===== config.mk =====
export PLATFORM = sky130hd
export DESIGN_NAME = reg_file
export DESIGN_NICKNAME = d
export VERILOG_FILES = /design/src/hw/core_pkg.sv /design/src/hw/reg_file.sv
export SDC_FILE = /design/constraint.sdc
export NUM_CORES = 2
export LEC_CHECK = 0
export BUFFER_PORTS_ARGS = -buffer_cell sky130_fd_sc_hd__buf_2
export CAP_MARGIN = 40
export CORE_AREA = 2 2 345 347
export CTS_BUF_LIST = sky130_fd_sc_hd__clkbuf_4 sky130_fd_sc_hd__clkbuf_8
export DETAILED_ROUTE_END_ITERATION = 10
export DIE_AREA = 0 0 347 349
export GPL_TIMING_DRIVEN = 1
export PLACE_DENSITY = 0.79
export SYNTH_ARGS = -nofsm -noshare
export SYNTH_HDL_FRONTEND = slang
export SYNTH_SLANG_ARGS = --single-unit

===== constraint.sdc =====
create_clock -name clk -period 1.3 [get_ports clk]
set_input_delay 0.065 -clock clk [delete_from_list [all_inputs] [get_ports clk]]
set_output_delay 0.065 -clock clk [all_outputs]
set_load 0.02 [all_outputs]

===== src/hw/core_pkg.sv =====
package core_pkg;

	localparam int data_w     = 32;
	localparam int reg_addr_w = 5;
	localparam int reg_count  = 32;
	localparam int opcode_w   = 6;
	localparam int funct_w    = 6;
	localparam int imm_w      = 16;
	localparam int apb_addr_w = 12;
	localparam int status_w   = 2;
	localparam int pipe_depth = 3;	// Decode, execute, result

	localparam logic [opcode_w-1:0] op_rtype = 6'h00;
	localparam logic [opcode_w-1:0] op_ldb   = 6'h20;
	localparam logic [opcode_w-1:0] op_ldw   = 6'h23;
	localparam logic [opcode_w-1:0] op_stb   = 6'h28;
	localparam logic [opcode_w-1:0] op_stw   = 6'h2b;
	localparam logic [opcode_w-1:0] op_beq   = 6'h04;
	localparam logic [opcode_w-1:0] op_bne   = 6'h05;
	localparam logic [opcode_w-1:0] op_jump  = 6'h02;
	localparam logic [opcode_w-1:0] op_li    = 6'h18;
	localparam logic [opcode_w-1:0] op_addi  = 6'h08;
	localparam logic [opcode_w-1:0] op_lui   = 6'h0f;
	localparam logic [opcode_w-1:0] op_ori   = 6'h0d;

	localparam logic [funct_w-1:0] fn_add = 6'h20;
	localparam logic [funct_w-1:0] fn_sub = 6'h22;
	localparam logic [funct_w-1:0] fn_and = 6'h24;
	localparam logic [funct_w-1:0] fn_or  = 6'h25;
	localparam logic [funct_w-1:0] fn_slt = 6'h2a;

	// Instruction field bit positions
	localparam int op_msb  = 31, op_lsb  = 26;
	localparam int rs_msb  = 25, rs_lsb  = 21;
	localparam int rt_msb  = 20, rt_lsb  = 16;
	localparam int rd_msb  = 15, rd_lsb  = 11;
	localparam int fn_msb  = 5,  fn_lsb  = 0;
	localparam int imm_msb = 15, imm_lsb = 0;

	localparam logic [1:0] imm_sext  = 2'd0;	// Sign-extend
	localparam logic [1:0] imm_zext  = 2'd1;	// Zero-extend
	localparam logic [1:0] imm_upper = 2'd2;	// Shift left by 16

	localparam int dmem_bytes  = 256;
	localparam int dmem_addr_w = 8;	// Byte addresses wrap modulo dmem_bytes

	localparam logic [apb_addr_w-1:0] addr_instr    = 12'h000;	// Write only
	localparam logic [apb_addr_w-1:0] addr_status   = 12'h004;	// Read only
	localparam logic [apb_addr_w-1:0] addr_reg_base = 12'h080;	// Register r at base + 4*r

	localparam int st_taken   = 0;
	localparam int st_illegal = 1;

endpackage


===== src/hw/reg_file.sv =====
`timescale 1ns/1ps

module reg_file import core_pkg::*; (
	input  logic                  clk,
	input  logic                  rst_n,
	input  logic [reg_addr_w-1:0] raddr_a,
	input  logic [reg_addr_w-1:0] raddr_b,
	input  logic [reg_addr_w-1:0] raddr_dbg,	// Host read port behind APB
	input  logic                  we,
	input  logic [reg_addr_w-1:0] waddr,
	input  logic [data_w-1:0]     wdata,
	output logic [data_w-1:0]     rdata_a,
	output logic [data_w-1:0]     rdata_b,
	output logic [data_w-1:0]     rdata_dbg
);
	logic [data_w-1:0] regs [reg_count];

	always_ff @(posedge clk or negedge rst_n) begin
		if (!rst_n) begin
			for (int i = 0; i < reg_count; i++) begin
				regs[i] <= '0;
			end
		end else if (we && waddr != '0) begin
			regs[waddr] <= wdata;	// r0 is never written so it reads as zero
		end
	end

	assign rdata_a   = regs[raddr_a];
	assign rdata_b   = regs[raddr_b];
	assign rdata_dbg = regs[raddr_dbg];

endmodule


# Word level (Yosys, flattened, before mapping)
# Index checks and enable logic that the tools add are counted.
# Widths: inputs -> output; s select.
[word_totals]
wordCells = 56
ff_bits = 1024
output_inout_bits = 96
in_bits = 55
[op_classes]
order_cmp = 5
bitwise_logic = 4
reduce_logical = 3
mux = 12
[ops]
columns = ["op", "count"]
rows = [
  ["$bwmux 1024", 1],
  ["$bmux 32 s5", 3],
  ["$mux 32", 7],
  ["$demux 32 s5", 1],
  ["$ge 6x6->1 const B", 4],
  ["$not 5->6", 4],
  ["$lt 6x1->1 const B", 1],
  ["$reduce_bool 5->1", 1],
  ["$logic_and 1x1->1", 2],
]

# Logic depth before layout (Yosys ltp)
[logic_depth]
word_depth = 6
ltp_mapped = 8
ltp_nobuf = 5

# Least setup slack after synthesis
# Ideal clock, no wire load.
[synth_timing]
kind = "input port to output port"
startpoint = "input port raddr_a[1]"
endpoint = "output port rdata_a[25]"
path_slack_ns = -0.146
t_arrival_ns = 1.381
path_stages = 8
n_path_buf = 4
required_time_ns = 1.235
path_cell_list = "buf_2 > buf_2 > buf_4 > buf_4 > mux2i_1 > a22oi_1 > a31oi_1 > nand3_1"
[synth_via]
elab_chain_len = 4
[synth_rtl]
columns = ["element", "line", "rtl"]
rows = [
  ["from (decl)", "reg_file.sv:6", "input logic [reg_addr_w-1:0] raddr_a,"],
  ["$not 5->6 (not written as such)", "reg_file.sv:28", "assign rdata_a = regs[raddr_a];"],
  ["$bmux 32 s5", "reg_file.sv:28", ""],
  ["$mux 32 (not written as such) (2 in series)", "reg_file.sv:28", ""],
  ["to (decl)", "reg_file.sv:12", "output logic [data_w-1:0] rdata_a,"],
]
# No other way between the ends. The select of a mux whose other input is x is not followed.

# Worst setup path in the final report
[layout_timing]
startpoint = "register regs[793] (netlist bit)"
endpoint = "output port rdata_a[25]"
[layout_via]
elab_chain_len = 3
[layout_rtl]
columns = ["element", "line", "rtl"]
rows = [
  ["from (decl)", "reg_file.sv:16", "logic [data_w-1:0] regs [reg_count];"],
  ["from (signal, indexed assignment)", "reg_file.sv:24", "regs[waddr] <= wdata;"],
  ["$bmux 32 s5", "reg_file.sv:28", ""],
  ["$mux 32 (not written as such) (2 in series)", "reg_file.sv:28", ""],
]
# No other way between the ends. The select of a mux whose other input is x is not followed.

==> impl_metrics.toml <==
[placed_design]
place_area_sq_um = 73100
dp_hpwl_um = 153000
place_ws_ns = -0.672
place_congestion = 0.939
port_buffers = 150

[sta]
hold_viol = 0
finalSetupViolCount = 114
rsz0062_at_grt = "yes"
tns_ns = -104.30
worstMarginPinSlew_ns = 0.627
post-route-period-util = 1.96
fmax_mhz = 393
relSlewSlack = 0.582
drv_slew = 0
finClkSkew_ns = 0
min_period_ns = 2.54
fin_ws_ns = -1.24

[synth]
ys_async_sr_fraction = 1.00
synth-main-ff-cell = "dfrtp_1"
ys_ff_latch = 1024
avgSynthCellArea_sq_um = 11.1
synth.net_count = 5823
synth_cell_type_count = 29
synthesis.instances = 5768
yosysSeqAreaShare = 0.399
syn-cell-area_sq_um = 64200
synth_warnings = 0
synth_edf_count = 0

[setup_path]
crit_arrival_ns = 2.48
slowest_stage = "dfrtp_1"
r2r_slack_ns = 0.22
end_kind = "primary output"
critical_path.cell_chain = "mux2i_1, a22o_1, nor3_2, a31oi_2, nand3_2, buf_6"
r2r-end = "regs[844]$_DFFE_PN0P_"
rr_startpoint = "regs[844]$_DFFE_PN0P_"
start_kind = "flop"
cp.required_ns = 1.24
critical_path_class = "flop to primary output"
critical_path.max_stage_delay_ns = 0.43
path_max_fanout = 3
reg2reg_depth = 3

[drt]
wl_um = 238000
vias = 54900
antenna_left = 0
wl_per_cell_um = 30.2
drt_iter0_markers = 7372
via_per_inst = 6.94
first_pass_iters = 6
drc = 0

[global_route]
grt_pass1_vias = 54900
grt_pass1_wl_um = 348000
track_usage = 0.378
grt.overflow.total = 0
antenna_found_initial = 10
grt_max_degree = 88

[clocking]
ctsHtreeMaxLevel = 4
clk_latency_ns = 0.90
path_clk_slew_ns = 0.07
cts_num_sinks = 1024
cts_tree = "built"
cts_made_buffers = 173
clockRootBuffer = "clkbuf_8"
cts.path.max_buffers = 3

[power]
cellPowerDensity_nw_per_um2 = 1330
ir_drop_mv = 1.09
totalPowerFinal_uw = 106000
leakagePower_uw = 0.0381

[min_path]
whs_endpoint = "regs[490]$_DFFE_PN0P_"
min_path_cells = 6
hp-class = "input port to flop"
hp-start = "waddr[3]"

[die]
fp.coreArea_sq_um = 117000
die_x_um = 347
rows = 126
start_util = 0.547
fp.dieH_um = 349
io_pins = 151
die_area_sq_um = 121000

[finish]
drive_gt1_frac = 0.382
regMostFlops = "regs"
design_area_sq_um = 79600
utilization = 0.678
fin_nets = 6276
largest_register_ffs = 1024
synthToLayoutAreaGrowth_pct = 23.9
reg.largest.list = "regs: 1024 flops"

[status]
violations = "negative setup slack"
status = "finished with violations"

[flow_run]
drv_cap = 0
==> worst max path at each step <==
stage                           from                     to  slack [ns]  cells past startpoint
6_report       regs[793]$_DFFE_PN0P_            rdata_a[25]       -1.24                      6
5_1_grt        regs[948]$_DFFE_PN0P_            rdata_a[20]       -1.27                      6
4_1_cts        regs[785]$_DFFE_PN0P_            rdata_a[17]       -1.20                      6
3_5_place_dp            raddr_dbg[2]          rdata_dbg[16]       -0.67                      8
3_3_place_gp            raddr_dbg[2]          rdata_dbg[16]       -0.62                      8
2_1_floorplan               waddr[1]  regs[577]$_DFFE_PN0P_       -0.05                      5
==> stage by stage <==
stage                     instances  hold slack (ns)
after floorplan                5768           -0.231
after global placement         7522          -0.0576
after detailed placement       7522          -0.0553
after CTS                      7866            0.275
after global routing           7899            0.158
final                          7905            0.148
==> logic make-up (layout without fill, tap and decap cells) <==
logic type / after synthesis / after routing / synth area share
compound gates: 864 / 864 / 0.0916
buf+inv: 605 / 1198 / 0.0435
flops: 1024 / 1024 / 0.399
mux: 2528 / 2528 / 0.413
other cells: 0 / 8 / 0
simple gates: 747 / 747 / 0.0527
==> placed cells by master (no fill, tap or decap), types with 54 or more instances in the layout <==
| cell type | instances |
|---|---|
| a22o_1 | 192 |
| buf_4 | 427 |
| clkbuf_8 | 229 |
| nand3_2 | 82 |
| clkbuf_4 | 54 |
| nand2_1 | 290 |
| dfrtp_1 | 1023 |
| buf_12 | 253 |
| a21oi_1 | 288 |
| buf_6 | 97 |
| mux2i_1 | 1529 |
| nand3_1 | 194 |
| a22oi_1 | 288 |
| mux2_2 | 982 |
==> layer usage <==
layer	wire length (um)	GRT usage
met3	27400	0.0994
met2	104000	0.567
met5	122	0
met1	91600	0.492
met4	15700	0.225
==> critical path: cells and delay by family (launching register included) <==
family                 cells  cell delay [ns]
buffers and inverters      1             0.15
flip-flops                 1             0.43
multiplexers               1             0.25
AND/OR/NAND/NOR            2             0.21
AO/OA/AOI/OAI              2             0.52
==> final cells by class <==
cell class	instances	area [sq um]
diodes	8	20.0
well taps	1536	1920
flip-flops and latches	1024	25600
multi-input cells	4139	37800
fillers	7970	37800
repair buffers	883	10300
clock inverters	34	387
clock buffers	281	3540
==> synthesized netlist by cell type (2+ instances only) <==
library cell | n | share of area
a21oi_1 | 288 | 0.022
and2_1 | 3 | 0.00029
nor3_1 | 98 | 0.0076
nand3_1 | 292 | 0.023
dfrtp_1 | 1024 | 0.40
nor2b_2 | 2 | 0.00027
nor2b_1 | 12 | 0.0012
mux2_1 | 8 | 0.0014
buf_1 | 44 | 0.0026
nand2_1 | 306 | 0.018
buf_4 | 51 | 0.0060
nand2b_1 | 9 | 0.00088
buf_6 | 6 | 0.0011
a22o_1 | 192 | 0.026
mux2_2 | 982 | 0.17
nor2_1 | 17 | 0.00099
mux2i_1 | 1536 | 0.24
a22oi_1 | 288 | 0.034
or2_2 | 3 | 0.00029
buf_2 | 228 | 0.018
a31oi_1 | 96 | 0.0093
clkbuf_1 | 275 | 0.016
mux2_4 | 2 | 0.00047
==> what timing repair did <==
action | in CTS | in global routing
setup endpoints to repair | 96 | 671
setup buffers | 13 | 27
resized for setup | 326 | 76
hold buffers | 41 | 0
hold endpoints to repair | 2016 | 0
pin swaps | 177 | 137
cloned | 0 | 8
==> where the power goes <==
group | switching [uW] | internal (uW)
Clock | 14100 | 18800
Combinational | 13700 | 14300
Sequential | 6850 | 37900
No activity file was read; power rests on OpenSTA's default activity.
