File: src/hw/core_pkg.sv
package core_pkg;

	localparam int data_w     = 32;
	localparam int reg_addr_w = 5;
	localparam int reg_count  = 32;
	localparam int opcode_w   = 6;
	localparam int funct_w    = 6;
	localparam int imm_w      = 16;
	localparam int apb_addr_w = 12;
	localparam int status_w   = 2;
	localparam int pipe_depth = 3;	// Decode, execute, result

	localparam logic [opcode_w-1:0] op_rtype = 6'h00;
	localparam logic [opcode_w-1:0] op_ldb   = 6'h20;
	localparam logic [opcode_w-1:0] op_ldw   = 6'h23;
	localparam logic [opcode_w-1:0] op_stb   = 6'h28;
	localparam logic [opcode_w-1:0] op_stw   = 6'h2b;
	localparam logic [opcode_w-1:0] op_beq   = 6'h04;
	localparam logic [opcode_w-1:0] op_bne   = 6'h05;
	localparam logic [opcode_w-1:0] op_jump  = 6'h02;
	localparam logic [opcode_w-1:0] op_li    = 6'h18;
	localparam logic [opcode_w-1:0] op_addi  = 6'h08;
	localparam logic [opcode_w-1:0] op_lui   = 6'h0f;
	localparam logic [opcode_w-1:0] op_ori   = 6'h0d;

	localparam logic [funct_w-1:0] fn_add = 6'h20;
	localparam logic [funct_w-1:0] fn_sub = 6'h22;
	localparam logic [funct_w-1:0] fn_and = 6'h24;
	localparam logic [funct_w-1:0] fn_or  = 6'h25;
	localparam logic [funct_w-1:0] fn_slt = 6'h2a;

	// Instruction field bit positions
	localparam int op_msb  = 31, op_lsb  = 26;
	localparam int rs_msb  = 25, rs_lsb  = 21;
	localparam int rt_msb  = 20, rt_lsb  = 16;
	localparam int rd_msb  = 15, rd_lsb  = 11;
	localparam int fn_msb  = 5,  fn_lsb  = 0;
	localparam int imm_msb = 15, imm_lsb = 0;

	localparam logic [1:0] imm_sext  = 2'd0;	// Sign-extend
	localparam logic [1:0] imm_zext  = 2'd1;	// Zero-extend
	localparam logic [1:0] imm_upper = 2'd2;	// Shift left by 16

	localparam int dmem_bytes  = 256;
	localparam int dmem_addr_w = 8;	// Byte addresses wrap modulo dmem_bytes

	localparam logic [apb_addr_w-1:0] addr_instr    = 12'h000;	// Write only
	localparam logic [apb_addr_w-1:0] addr_status   = 12'h004;	// Read only
	localparam logic [apb_addr_w-1:0] addr_reg_base = 12'h080;	// Register r at base + 4*r

	localparam int st_taken   = 0;
	localparam int st_illegal = 1;

endpackage

File: src/hw/apb_core_port.sv
`timescale 1ns/1ps

module apb_core_port import core_pkg::*; (
	input  logic                  clk,
	input  logic                  rst_n,
	input  logic                  psel,
	input  logic                  penable,
	input  logic                  pwrite,
	input  logic [apb_addr_w-1:0] paddr,
	input  logic [data_w-1:0]     pwdata,
	input  logic                  retire,
	input  logic                  taken_out,
	input  logic                  illegal_out,
	input  logic [data_w-1:0]     rdata_dbg,
	output logic [data_w-1:0]     prdata,
	output logic                  pready,
	output logic                  pslverr,
	output logic                  issue,
	output logic [data_w-1:0]     instr,
	output logic [reg_addr_w-1:0] raddr_dbg
);
	logic access;
	logic in_regs;
	logic wr_instr;
	logic rd_ok;
	logic busy;	// One instruction in flight
	logic done;	// Retired, transfer completes this cycle
	logic [status_w-1:0] status;

	assign access   = psel & penable;
	assign in_regs  = (paddr >= addr_reg_base) && (paddr < addr_reg_base + 12'(4 * reg_count))
		&& (paddr[1:0] == 2'b00);
	assign wr_instr = pwrite && (paddr == addr_instr);
	assign rd_ok    = !pwrite && ((paddr == addr_status) || in_regs);

	assign pready    = access & (!wr_instr | done);	// Reads and errors finish at once
	assign pslverr   = access & !wr_instr & !rd_ok;
	assign issue     = access & wr_instr & !busy & !done;
	assign instr     = pwdata;
	assign raddr_dbg = paddr[reg_addr_w+1:2];

	always_comb begin
		if (paddr == addr_status) begin
			prdata = {{(data_w-status_w){1'b0}}, status};
		end else if (in_regs) begin
			prdata = rdata_dbg;
		end else begin
			prdata = '0;
		end
	end

	always_ff @(posedge clk or negedge rst_n) begin
		if (!rst_n) begin
			busy   <= 1'b0;
			done   <= 1'b0;
			status <= '0;
		end else begin
			if (issue) begin
				busy <= 1'b1;
			end else if (retire) begin
				busy <= 1'b0;
			end
			if (retire) begin
				done <= 1'b1;
			end else if (access && done) begin
				done <= 1'b0;
			end
			if (retire) begin
				status[st_taken]   <= taken_out;	// Status tracks the last retired instruction
				status[st_illegal] <= illegal_out;
			end
		end
	end

	// Retire arrives in the last of the pipe_depth stage cycles
	assert property (@(posedge clk) disable iff (!rst_n) issue |-> ##(pipe_depth - 1) retire);
	assert property (@(posedge clk) disable iff (!rst_n)
		issue |=> (!issue) throughout (retire [-> 1]));

endmodule

File: config.mk
export PLATFORM = sky130hd
export DESIGN_NAME = apb_core_port
export DESIGN_NICKNAME = d
export VERILOG_FILES = /design/src/hw/core_pkg.sv /design/src/hw/apb_core_port.sv
export SDC_FILE = /design/constraint.sdc
export NUM_CORES = 1
export LEC_CHECK = 0
export BUFFER_PORTS_ARGS = -buffer_cell sky130_fd_sc_hd__buf_2
export CELL_PAD_IN_SITES_DETAIL_PLACEMENT = 0
export CELL_PAD_IN_SITES_GLOBAL_PLACEMENT = 1
export CORE_UTILIZATION = 15
export CTS_CLUSTER_SIZE = 8
export DETAILED_ROUTE_END_ITERATION = 10
export PLACE_DENSITY = 0.86
export SLEW_MARGIN = 30
export SYNTH_ARGS = -nofsm -noshare
export SYNTH_HDL_FRONTEND = slang
export SYNTH_SLANG_ARGS = --single-unit
export TNS_END_PERCENT = 20
File: constraint.sdc
create_clock -name clk -period 3 [get_ports clk]
set_input_delay 0.6 -clock clk [delete_from_list [all_inputs] [get_ports clk]]
set_output_delay 0.6 -clock clk [all_outputs]
set_load 0.02 [all_outputs]
### Word level (Yosys, flattened, before mapping)

Index checks and enable logic that the tools add are counted.

| word-level totals | value |
|---|---|
| bits in registers | 4 |
| logic and storage cells | 35 |

| cells by class | value |
|---|---|
| order comparisons | 2 |
| eq/ne operators | 1 |
| reduce and logical (&&, ||, !) cells | 15 |
| bitwise logic cells | 8 |
| multiplexer cells | 6 |

Operators by type and width:

| operator | number |
|---|---|
| 32-bit two-way mux | 2 |
| 12-bit by 3-bit == test with 1-bit output (second input constant) | 1 |
| 12-bit by 8-bit greater-or-equal comparator with 1-bit output (second input constant) | 1 |
| 12-bit zero test | 1 |
| 12-bit by 9-bit < comparator with 1-bit output (second input constant) | 1 |
| 1-bit AND | 7 |
| 1-bit logical AND | 5 |
| 1-bit zero test | 5 |
| 1-bit two-way mux | 4 |
| 2-bit nonzero test | 2 |
| 2-bit zero test | 1 |
| 1-bit logical OR | 1 |
| 1-bit bitwise OR | 1 |

### Logic depth before layout (Yosys ltp)

| logic depth | value |
|---|---|
| depth in word-level cells | 7 |
| mapped depth | 4 |
| mapped depth without buffers | 3 |

### Least setup slack after synthesis

OpenSTA, ideal clock, no wires.

| path | value |
|---|---|
| kind | input to output |
| from | in paddr[3] |
| to | out issue |
| stages | 3 |
| path slack | 0.605 ns |
| data arrival time | 1.795 ns |
| buffers on the path | 0 |
| data required time | 2.400 ns |
| cells stage by stage | nor4_2 > nand2_1 > nor4_1 |

| on the way | value |
|---|---|
| cells in the longest elaborated chain, start to end | 5 |

Ends and longest elaborated chain:

| what | RTL line | source |
|---|---|---|
| start, declared | apb_core_port.sv:9 | `input logic [apb_addr_w-1:0] paddr,` |
| 12-bit zero test | apb_core_port.sv:33 | `assign wr_instr = pwrite && (paddr == addr_instr);` |
| 1-bit logical AND | apb_core_port.sv:33 |  |
| 1-bit AND (3 in series) | apb_core_port.sv:38 | `assign issue = access & wr_instr & !busy & !done;` |
| end, declared | apb_core_port.sv:18 | `output logic issue,` |

No other way between the ends.

### Worst setup path in the final report

Same ends and word-level chain as after synthesis.

==> impl_metrics.csv <==
group,metric,value,unit
cts,clockBufferDepth,2,
power_and_ir_drop,vdd_ir_drop_max,0.000196,V
cells_and_area,area_growth,33.8,%
synthesis,synth-simple-area-share,39.2,%
global_routing,grt_usage,6.21,%
cells_and_area,utilization,21.0,%
synthesis,synth.distinct_cells,22,
timing,fin_skew,0.000101,ns
critical_path,r2r-end,"busy",
critical_path,critPathMaxStageDelay,0.52,ns
critical_path,cp-end-kind,"primary output",
cts,hold_buffers,0,
placement,preCtsSetupSlack,0.511,ns
critical_path,critPathLaunchType,"primary input",
synthesis,synth.area.top_cells,"buf_4 (34%), and2_1 (24%), dfrtp_1 (12%), buf_6 (4.2%), mux2_2 (2.8%)",
synthesis,synthMuxAreaShare,2.79,%
timing,worst_slew_pin_slew,0.537,ns
global_routing,grt_pass1_vias,639,
drt,vias,847,
cts,clkTransAtPathRegs,0.03,ns
synthesis,synth_fp_nets,184,
timing,fmax,405,MHz
timing,timing.final.ws_setup,0.528,ns
synthesis,syn_inst,100,
cts,clkLatencyLatePin,0.22,ns
timing,period_share,82.4,%
cts,cts_tree,"yes",
synthesis,syn_area_per_cell,8.07,sq um
power_and_ir_drop,p_total,0.000239,W
synthesis,synth_xor_area_share,0,%
placement,place.gp.congestion,0.639,
floorplanning,dieWidth,75.4,um
cells_and_area,drive_above_1_share,65.6,%
critical_path,cp_cell_sequence,"buf_2 > nor4_2 > nand2_1 > nor4_1 > buf_2",
cells_and_area,antennaDiodeCount,0,
global_routing,antenna_found_initial,0,
timing,period_needed,2.47,ns
floorplanning,die_h,75.4,um
synthesis,synth_top_area_share,34.4,%
floorplanning,die_area,5680,sq um
timing,hold_ws,0.183,ns
global_routing,overflow,0,
cts,root_buffer,"clkbuf_8",
run,cap_violations,0,
synthesis,synthAdderAreaFrac,0,%
critical_path,slowest_stage,"nor4_2",
synthesis,synth_top_area_cell,"buf_4",
drt,first_pass_iters,2,
drt,drc_errors,0,
placement,port-buffer-count,91,
critical_path,worst-path-max-fanout,5,
cts,cts_inserted_buffers,3,
cells_and_area,fill_cells,600,
drt,drt-initial-drc-count,13,
cts,cts_max_level,1,
critical_path,ff2ff_setup_slack,1.93,ns
timing,relSlewSlack,63.9,%
power_and_ir_drop,power_density,221,nW/um^2
cts,cts.repair.resized,0,
drt,routed_wl,2100,um
synthesis,synthesis.area,807,sq um
status,status,"finished clean",
floorplanning,core_area,5140,sq um
timing,hold_viol_final,0,
worst_hold_path,worstHoldPathType,"in -> async",
cts,cts_sinks,4,
cts,post_cts_buffers,0,
critical_path,worstSetupPathType,"in -> out",
synthesis,synth_top_family_by_area,"simple AND/OR/NAND/NOR gates",
synthesis,seq_area_frac_synth,12.4,%
critical_path,crit_arrival,1.87,ns
timing,rsz0062_at_grt,"no",
critical_path,crit_path_frequent_cell,"buf_2",
power_and_ir_drop,p_leak,0.626,nW
timing,tns,0,ns
drt,drt-wirelength-per-cell,9.39,um
critical_path,r2r_start,"done",
synthesis,yosysWarnings,0,
critical_path,reg2reg_depth,3,
global_routing,grt_start_max_net_pins,31,
global_routing,grt_pass1_wl,2610,um
critical_path,worst_ep_required_time,2.40,ns
floorplanning,io_pins,156,
drt,ant_nets,0,
cells_and_area,nets,240,
floorplanning,initial_core_util,15.7,%
synthesis,synth-seq-cells,4,
timing,setup_viol,0,
floorplanning,num_rows,26,
drt,vias_per_cell,3.78,
synthesis,synth-compound-area-share,6.98,%
timing,final_max_slew_viol_count,0,
## area by class of cell
class | count | area (sq um) | share of cell area (%)
multi-input combinational | 56 | 395 | 36.6
timing repair buffer | 91 | 455 | 42.2
clock buffer | 3 | 41.3 | 3.82
tap | 70 | 87.6 | 8.11
sequential | 4 | 100 | 9.27
## metrics by stage
| step | area, sq um | std cells |
|---|---|---|
| 6_report | 1080 | 224 |
| 5_1_grt | 1080 | 224 |
| 4_1_cts | 1080 | 224 |
| 3_5_place_dp | 1040 | 221 |
| 3_3_place_gp | 1040 | 221 |
| 2_1_floorplan | 807 | 100 |
## kinds of logic (layout without fill, tap and decap cells)
| kind of cell | Yosys count | count (layout) |
|---|---|---|
| compound gates | 7 | 7 |
| flops | 4 | 4 |
| simple gates | 47 | 47 |
| mux | 2 | 2 |
| buf+inv | 40 | 94 |
## worst max path at each step
stage / start / end / slack [ns] / cells after the start
global placement: paddr[3] / pslverr / 0.55 / 5
CTS: paddr[3] / issue / 0.51 / 5
global route: paddr[3] / issue / 0.42 / 5
detailed placement: paddr[3] / issue / 0.51 / 5
floorplan: paddr[3] / issue / 0.60 / 3
finish: paddr[3] / issue / 0.53 / 5
## critical path: cells and delay by family
kind | cells | cell delay, ns
and+or+nand+nor | 3 | 0.95
buffers and inverters | 2 | 0.33
## Yosys cell counts (all sizes together)
cell type,instances
o21a,1
a21o,1
nor3b,1
and2,31
nand2b,1
a21oi,3
nor4,3
mux2,2
nand4b,2
nand4,1
and3,1
nor2,1
buf,40
nor4b,1
o311a,1
o41ai,1
nand2,5
dfrtp,4
## registers in the layout, indices dropped and copies added (netlist names)
name    count
status      2
busy        1
done        1
## placed cells by master, fill, tap and decap left out, drive strengths merged
master,Yosys,final
a21o,1,1
a21oi,3,3
and2,31,31
and3,1,1
buf,40,91
clkbuf,0,3
dfrtp,4,4
mux2,2,2
nand2,5,5
nand2b,1,1
nand4,1,1
nand4b,2,2
nor2,1,1
nor3b,1,1
nor4,3,3
nor4b,1,1
o21a,1,1
o311a,1,1
o41ai,1,1
## power breakdown
| part | switching, W | internal, W |
|---|---|---|
| clock | 0.0000278 | 0.0000855 |
| combinational | 0.0000300 | 0.0000355 |
| sequential | 0.00000202 | 0.0000580 |
## routing by layer
| metal | GRT usage, % | share of wire (%) | up-vias |
|---|---|---|---|
| li1 | - | - | 400 |
| met1 | 6.32 | 41 | 362 |
| met2 | 9.62 | 42 | 81 |
| met3 | 3.70 | 15 | 4 |
| met4 | 4.12 | 1.8 | 0 |
| met5 | 0 | 0 | - |
Power figures use the tool's default switching activity.
