<file path="src/hw/core_pkg.sv">
package core_pkg;

	localparam int data_w     = 32;
	localparam int reg_addr_w = 5;
	localparam int reg_count  = 32;
	localparam int opcode_w   = 6;
	localparam int funct_w    = 6;
	localparam int imm_w      = 16;
	localparam int apb_addr_w = 12;
	localparam int status_w   = 2;
	localparam int pipe_depth = 3;	// Decode, execute, result

	localparam logic [opcode_w-1:0] op_rtype = 6'h00;
	localparam logic [opcode_w-1:0] op_ldb   = 6'h20;
	localparam logic [opcode_w-1:0] op_ldw   = 6'h23;
	localparam logic [opcode_w-1:0] op_stb   = 6'h28;
	localparam logic [opcode_w-1:0] op_stw   = 6'h2b;
	localparam logic [opcode_w-1:0] op_beq   = 6'h04;
	localparam logic [opcode_w-1:0] op_bne   = 6'h05;
	localparam logic [opcode_w-1:0] op_jump  = 6'h02;
	localparam logic [opcode_w-1:0] op_li    = 6'h18;
	localparam logic [opcode_w-1:0] op_addi  = 6'h08;
	localparam logic [opcode_w-1:0] op_lui   = 6'h0f;
	localparam logic [opcode_w-1:0] op_ori   = 6'h0d;

	localparam logic [funct_w-1:0] fn_add = 6'h20;
	localparam logic [funct_w-1:0] fn_sub = 6'h22;
	localparam logic [funct_w-1:0] fn_and = 6'h24;
	localparam logic [funct_w-1:0] fn_or  = 6'h25;
	localparam logic [funct_w-1:0] fn_slt = 6'h2a;

	// Instruction field bit positions
	localparam int op_msb  = 31, op_lsb  = 26;
	localparam int rs_msb  = 25, rs_lsb  = 21;
	localparam int rt_msb  = 20, rt_lsb  = 16;
	localparam int rd_msb  = 15, rd_lsb  = 11;
	localparam int fn_msb  = 5,  fn_lsb  = 0;
	localparam int imm_msb = 15, imm_lsb = 0;

	localparam logic [1:0] imm_sext  = 2'd0;	// Sign-extend
	localparam logic [1:0] imm_zext  = 2'd1;	// Zero-extend
	localparam logic [1:0] imm_upper = 2'd2;	// Shift left by 16

	localparam int dmem_bytes  = 256;
	localparam int dmem_addr_w = 8;	// Byte addresses wrap modulo dmem_bytes

	localparam logic [apb_addr_w-1:0] addr_instr    = 12'h000;	// Write only
	localparam logic [apb_addr_w-1:0] addr_status   = 12'h004;	// Read only
	localparam logic [apb_addr_w-1:0] addr_reg_base = 12'h080;	// Register r at base + 4*r

	localparam int st_taken   = 0;
	localparam int st_illegal = 1;

endpackage

</file>
<file path="src/hw/result_mem.sv">
`timescale 1ns/1ps

module result_mem import core_pkg::*; (
	input  logic                  clk,
	input  logic                  rst_n,
	input  logic                  ex_valid,
	input  logic                  ex_regwrite,
	input  logic                  ex_memtoreg,
	input  logic                  ex_memwrite,
	input  logic                  ex_memread,
	input  logic                  ex_byteword,
	input  logic [reg_addr_w-1:0] ex_dest,
	input  logic                  ex_illegal,
	input  logic [data_w-1:0]     alu_result,
	input  logic [data_w-1:0]     store_data,
	input  logic                  taken,
	output logic                  wb_en,
	output logic [reg_addr_w-1:0] wb_addr,
	output logic [data_w-1:0]     wb_data,
	output logic                  retire,
	output logic                  taken_out,
	output logic                  illegal_out
);
	logic [7:0]             mem [dmem_bytes];	// Little-endian bytes
	logic [dmem_addr_w-1:0] byte_addr;
	logic [dmem_addr_w-3:0] word_idx;
	logic [data_w-1:0]      word_rd;
	logic [data_w-1:0]      load_data;

	assign byte_addr = alu_result[dmem_addr_w-1:0];	// Address wraps at the memory size
	assign word_idx  = byte_addr[dmem_addr_w-1:2];	// Word accesses drop the low two bits

	assign word_rd = {mem[{word_idx, 2'd3}], mem[{word_idx, 2'd2}],
		mem[{word_idx, 2'd1}], mem[{word_idx, 2'd0}]};

	always_comb begin
		if (!ex_memread) begin
			load_data = '0;
		end else if (ex_byteword) begin
			load_data = word_rd;
		end else begin
			load_data = {{(data_w-8){mem[byte_addr][7]}}, mem[byte_addr]};	// Sign-extended byte
		end
	end

	always_ff @(posedge clk or negedge rst_n) begin
		if (!rst_n) begin
			for (int i = 0; i < dmem_bytes; i++) begin
				mem[i] <= 8'h00;
			end
		end else if (ex_valid && ex_memwrite) begin
			if (ex_byteword) begin
				mem[{word_idx, 2'd0}] <= store_data[7:0];
				mem[{word_idx, 2'd1}] <= store_data[15:8];
				mem[{word_idx, 2'd2}] <= store_data[23:16];
				mem[{word_idx, 2'd3}] <= store_data[31:24];
			end else begin
				mem[byte_addr] <= store_data[7:0];
			end
		end
	end

	// The register file takes the write at the edge that ends this stage
	assign wb_en   = ex_valid & ex_regwrite;
	assign wb_addr = ex_dest;
	assign wb_data = ex_memtoreg ? load_data : alu_result;

	assign retire      = ex_valid;
	assign taken_out   = taken;
	assign illegal_out = ex_illegal;

endmodule

</file>
<file path="config.mk">
export PLATFORM = sky130hd
export DESIGN_NAME = result_mem
export DESIGN_NICKNAME = d
export VERILOG_FILES = /design/src/hw/core_pkg.sv /design/src/hw/result_mem.sv
export SDC_FILE = /design/constraint.sdc
export NUM_CORES = 2
export LEC_CHECK = 0
export BUFFER_PORTS_ARGS = -buffer_cell sky130_fd_sc_hd__buf_2
export CAP_MARGIN = 20
export CORE_UTILIZATION = 27
export DETAILED_ROUTE_END_ITERATION = 8
export GPL_TIMING_DRIVEN = 0
export PLACE_DENSITY = 0.44
export SLEW_MARGIN = 10
export SYNTH_ARGS = -nofsm -noshare
export SYNTH_HDL_FRONTEND = slang
export SYNTH_SLANG_ARGS = --single-unit
</file>
<file path="constraint.sdc">
create_clock -name clk -period 2.7 [get_ports clk]
set_input_delay 0.27 -clock clk [delete_from_list [all_inputs] [get_ports clk]]
set_output_delay 0.27 -clock clk [all_outputs]
set_load 0.05 [all_outputs]
</file>
# Yosys cells after proc, flatten, opt, wreduce, memory -nomap -nowiden
# Cells that the tools add are included.
# classes
n_reduce_logical	6
n_mul	0
eq_ne	0
addsub	0
shift	0
bitwise	6
n_div	0
magnitude_cmp	10
muxes	34
# op_table
operator	n
bitwise mux 2048 bit	5
2-to-1 mux 2048 bit	1
binary-select mux 8 bit (select 8 bit)	5
demux 8 bit (select 8 bit)	5
2-to-1 mux 8 bit	15
2-to-1 mux 32 bit	3
>= comparator 9 bit, second input constant	5
less-than comparator 9 x 1 -> 1 bit, second input constant	5
inverter 8 -> 9 bit	5
logical AND 1 bit	6
bitwise AND 1 bit	1
# word_totals
ram_bits	0
word_cells	312
input_bits	79
romBits	0
out_inout_bits	41
latchBits	0
memories	0
register_bits	2048

# Logic depth before layout (Yosys ltp)
# logic_depth
word_depth	10
ltp_mapped	14

# Worst setup path after synthesis
# Ideal clock, no wire load.
# synth_timing
kind	input to output
from	input alu_result[2]
to	output wb_data[21]
stages	12
arrival_time_ps	3379
path_slack_ps	-949
cell_sequence	buf_6 > buf_12 > buf_12 > buf_6 > buf_2 > nor2_1 > a22oi_1 > a31oi_1 > nor3_1 > o311ai_0 > o211ai_1 > a311oi_1
# synth_via
elab_chain_cells	7
word_cells_on_any_way	11
# synth_lines
element	line_no	rtl
start: declaration	result_mem.sv:14	input logic [data_w-1:0] alu_result,
inverter 8 -> 9 bit, on equally long branches	result_mem.sv:42, result_mem.sv:33	
binary-select mux 8 bit (select 8 bit), on equally long branches	result_mem.sv:42, result_mem.sv:33	
2-to-1 mux 8 bit, on equally long branches (2 in series)	result_mem.sv:42, result_mem.sv:33	
2-to-1 mux 32 bit (*)	result_mem.sv:39	end else if (ex_byteword) begin
2-to-1 mux 32 bit (*)	result_mem.sv:37	if (!ex_memread) begin
2-to-1 mux 32 bit (*)	result_mem.sv:66	assign wb_data = ex_memtoreg ? load_data : alu_result;
end: declaration	result_mem.sv:19	output logic [data_w-1:0] wb_data,
# Every way passes the cells marked *; elsewhere a longest branch is shown, timed or not. The select of a mux whose other input is x is not followed.

# Worst setup path in the final report
# layout_timing
from	input alu_result[5]
to	output wb_data[0]
# layout_via
elab_chain_cells	7
word_cells_on_any_way	11
# layout_lines
element	line_no
inverter 8 -> 9 bit, on equally long branches	result_mem.sv:42, result_mem.sv:34
binary-select mux 8 bit (select 8 bit), on equally long branches	result_mem.sv:42, result_mem.sv:34
2-to-1 mux 8 bit, on equally long branches (2 in series)	result_mem.sv:42, result_mem.sv:34
2-to-1 mux 32 bit (*)	result_mem.sv:39
2-to-1 mux 32 bit (*)	result_mem.sv:37
2-to-1 mux 32 bit (*)	result_mem.sv:66
# Marks and branches as above.

==> summary.md <==
| Metric | Value |
|---|---|
| Run status | finished with violations |
| Failing checks | hold timing, setup timing |
| Total buffers and inverters traversed by the critical path | 5 |
| Clock sinks | 2048 |
| Post-synthesis register bit count | 2048 |
| Required time at the worst-slack endpoint | 2430 ps |
| Total negative setup slack | -257040 ps |
| Total setup violations reported at the end of the flow | 1045 |
| Die Footprint | 354000 um2 |
| Buffer type at the clock tree root | clkbuf_16 |
| Htree depth | 4 |
| Fin. Hold Viols | 2 |
| Met2 Resource Use GR | 50.1% |
| Effective utilization at floorplan | 27.1% |
| Area added between synthesis and finish | 27.6% |
| Routed WL per cell | 45.8 um |
| Headroom to the max-slew limit | 21.0% |
| Overall routed net length | 633000 um |
| Syn. warnings | 0 |
| Nature of the critical path startpoint | input pin |
| Worst path setup slack after routing | -1650 ps |
| Worst-margin pin slew | 1180 ps |
| Launch instance of the worst register-to-register path | mem[7]$_DFFE_PN0P_ |
| Total routing resource utilization after global routing | 35.1% |
| Number of buffers on the longest clock path | 4 |
| Y dimension of the die | 595 um |
| Met3 Usage GRT | 9.48% |
| Worst VDD drop | 0.587 mV |
| DRC marker count from the first detailed-route iteration | 11600 |
| CTS clock-pin slew for the worst setup and hold paths | 70 ps |
| Worst Setup Path Type | in2out |
| Gate count of the mapped netlist | 8186 |
| Number of top-level pins | 120 |
| Proportion of synthesized flip-flops having asynchronous set or reset | 100% |
| Ratio of final minimum period to clock period | 161% |
| Most repeated cell in the gate-level netlist after synthesis | dfrtp_1 |
| Post-synth EDFFs | 0 |
| Placeable Area | 349000 um2 |
| Crit path max fanout | 10 |
| Setup repair after global routing missed its margin | true |
| Worst min-delay path category | in2reg |
| Area share of the leading cell type in the synthesized netlist | 54.0% |
| Reported leakage power | 52.5 nW |
| Global routing's busiest layer | met2 |
| Crit Reg-Reg Endpoint | mem[7]$_DFFE_PN0P_ |
| CP peak stage delay | 900 ps |
| Minimum period implied by the final worst setup slack | 4350 ps |
| Row cnt | 217 |
| Arrival time of data at the critical path endpoint | 4080 ps |
| Number of buffers created by CTS | 233 |
| Count of different cell masters after synthesis | 72 |
| FMAX | 230 MHz |
| Maximum number of pins on one net before global-route repair | 154 |
| Register-to-Register Setup Slack | 1690 ps |
| Vias in the first global route | 77200 |
| Area of all placed cells without fillers | 121000 um2 |
| Ys flop type | dfrtp_1 |
| Clock tree from TritonCTS | done |
| Net Count, Synth | 8265 |
| Critical-path cell list | buf_4, buf_6, clkbuf_2, buf_12, nor2_1, a22oi_1, o21ai_0, o2bb2a_1, a41o_1, o211ai_1, a32o_2, buf_8 |
| Port Buffers | 107 |
| Power per cell area | 655 nW/um2 |
| Portion of the post-synthesis area used by sequential elements | 54.0% |
| Hold Path Sink | mem[103]$_DFFE_PN0P_ |
| Congestion Overflow GR | 0 |
| Number of maximum-capacitance constraint violations | 0 |
| Endpoint class of the critical path | output pin |
| Clk_skew | 0 ps |
| Cell type of the slowest stage on the worst timing path | nor2_1 |
| Startpoint of the tightest hold check path | store_data[31] |
| Number of instances on the worst hold path | 4 |
| Top cell type by total area after synthesis | dfrtp_1 |
| Per-instance average area after synthesis | 11.6 um2 |
| Antenna violations before repair | 109 |
| Proportion of layout cells with a drive suffix above 1 | 31.7% |
| Met1 track demand over resource in global routing | 45.6% |
| Path depth of the worst reg2reg path | 3 |
| Placer Congestion | 1.06 |
| Top area cells in the synthesized netlist | dfrtp_1 54%, mux4_2 15%, mux2_2 6.3%, o21ai_0 5.6%, nand2_1 5.3% |
| Clock latency on the worst-skew pair | 1030 ps |
| Antenna violation net count after detailed routing | 0 |
| Post-synth design cell area | 94900 um2 |
| Register containing the most flip-flops in the final layout | mem |
| Drt pass-1 iters | 6 |
| Number of pins exceeding their max-slew limit in the final report | 0 |
| Estimated wirelength of the detail-placed design | 467000 um |
| Number of DRC violations after detailed routing | 0 |
| Number of vias per cell | 5.92 |
| Placement-stage cell area | 105000 um2 |
| Chip Width | 595 um |
| First-pass GRT wire length | 808000 um |
| Largest delay share family, worst path | compound AO/OA/AOI/OAI gates |
| Number of flip-flops under the largest register name | 2048 |
| Vias after detailed routing | 81800 |
| Final-layout worst hold slack | -22.2 ps |
| Largest registers | mem x2048 |
| Total Nets Final | 9065 |
| Most instantiated cells after synthesis | 2048 x dfrtp_1, 1342 x nand2_1, 1068 x o21ai_0, 639 x nor2_1, 618 x mux4_2 |
[how the worst max path moves through the flow]
stage / from / end / slack [ps] / cells past startpoint
final: alu_result[5] / wb_data[0] / -1650 / 12
after global routing: mem[47]$_DFFE_PN0P_ / wb_data[16] / -1640 / 10
after CTS: mem[7]$_DFFE_PN0P_ / wb_data[16] / -1600 / 10
after detailed placement: alu_result[3] / wb_data[31] / -4940 / 13
after global placement: rst_n / mem[709]$_DFFE_PN0P_ / -45560 / 1
after floorplan: alu_result[2] / wb_data[12] / -230 / 9
[cells in the final DEF, fill, tap and decap left out, drive strengths merged, types with 8 or more instances in the layout]
| cell type | instances |
|---|---|
| a211oi | 11 |
| a21oi | 598 |
| a221oi | 8 |
| a22o | 9 |
| a22oi | 105 |
| a311oi | 15 |
| a31oi | 18 |
| and2 | 13 |
| and3 | 8 |
| buf | 747 |
| bufbuf | 9 |
| bufinv | 13 |
| clkbuf | 814 |
| clkinv | 71 |
| clkinvlp | 9 |
| dfrtp | 2048 |
| diode | 50 |
| dlygate4sd3 | 18 |
| inv | 26 |
| mux2 | 529 |
| mux2i | 101 |
| mux4 | 622 |
| nand2 | 1343 |
| nand3 | 80 |
| nor2 | 646 |
| nor2b | 23 |
| nor3 | 68 |
| nor4 | 14 |
| o21ai | 1069 |
| o221ai | 19 |
| o22ai | 17 |
[stage by stage]
step	cells	util (%)	hold WS, ps	worst slack, ps	power, mW
4_1_cts	13700	34.2	-201	-1600	78.9
6_report	13800	34.6	-22.2	-1650	79.3
5_1_grt	13800	34.6	11.3	-1640	80.9
3_5_place_dp	13000	30.0	163	-4940	45.0
2_1_floorplan	8186	-	-25.6	-228	38.6
3_3_place_gp	12900	29.2	456	-45560	44.4
[tightest hold or removal path, cell delays in order]
cell	delay [ps]
buf_2	140
a22oi_2	180
buf_4	230
a21oi_1	140
[power breakdown]
| group | internal (mW) | leakage, nW | switching (mW) | total [mW] |
|---|---|---|---|---|
| clock network | 18.4 | 3.79 | 14.5 | 32.9 |
| logic | 4.24 | 20.6 | 8.24 | 12.5 |
| registers | 32.5 | 28.1 | 1.41 | 33.9 |
| total | 55.2 | 52.5 | 24.1 | 79.3 |
[per-layer routing]
metal / part of all wire [%] / up-vias
met5: 0.036 / -
met4: 8.7 / 32
met3: 9.9 / 1420
met2: 42 / 5308
met1: 39 / 43900
li1: - / 31100
[logic make-up (layout without fill, tap and decap cells)]
logic type	Yosys count	count (layout)	share of synthesized area, %
muxes	1252	1252	22.1
buffers and inverters	725	1708	3.44
AOI/OAI and AO/OA	1938	1938	11.1
other	0	50	0
and+or+nand+nor	2223	2223	9.32
DFF	2048	2048	54.0
[timing repair]
action / in CTS / in global routing
hold buffers: 22 / 2
hold endpoints to repair: 395 / 259
endpoints found under the setup margin: 2518 / 1284
buffers inserted: 242 / 50
gates resized for setup: 1001 / 192
gates cloned: 13 / 7
pin swaps: 69 / 31
[layout make-up]
class	count	area, um2
Fill cell	34600	228000
Sequential cell	2048	51300
Multi-Input combinational cell	5413	43400
Timing Repair Buffer	573	7080
Clock buffer	325	6650
Tap cell	4599	5750
Buffer	691	5680
Clock inverter	93	1030
Antenna cell	50	125
Inverter	26	111
No activity file was read; power rests on OpenSTA's default activity.
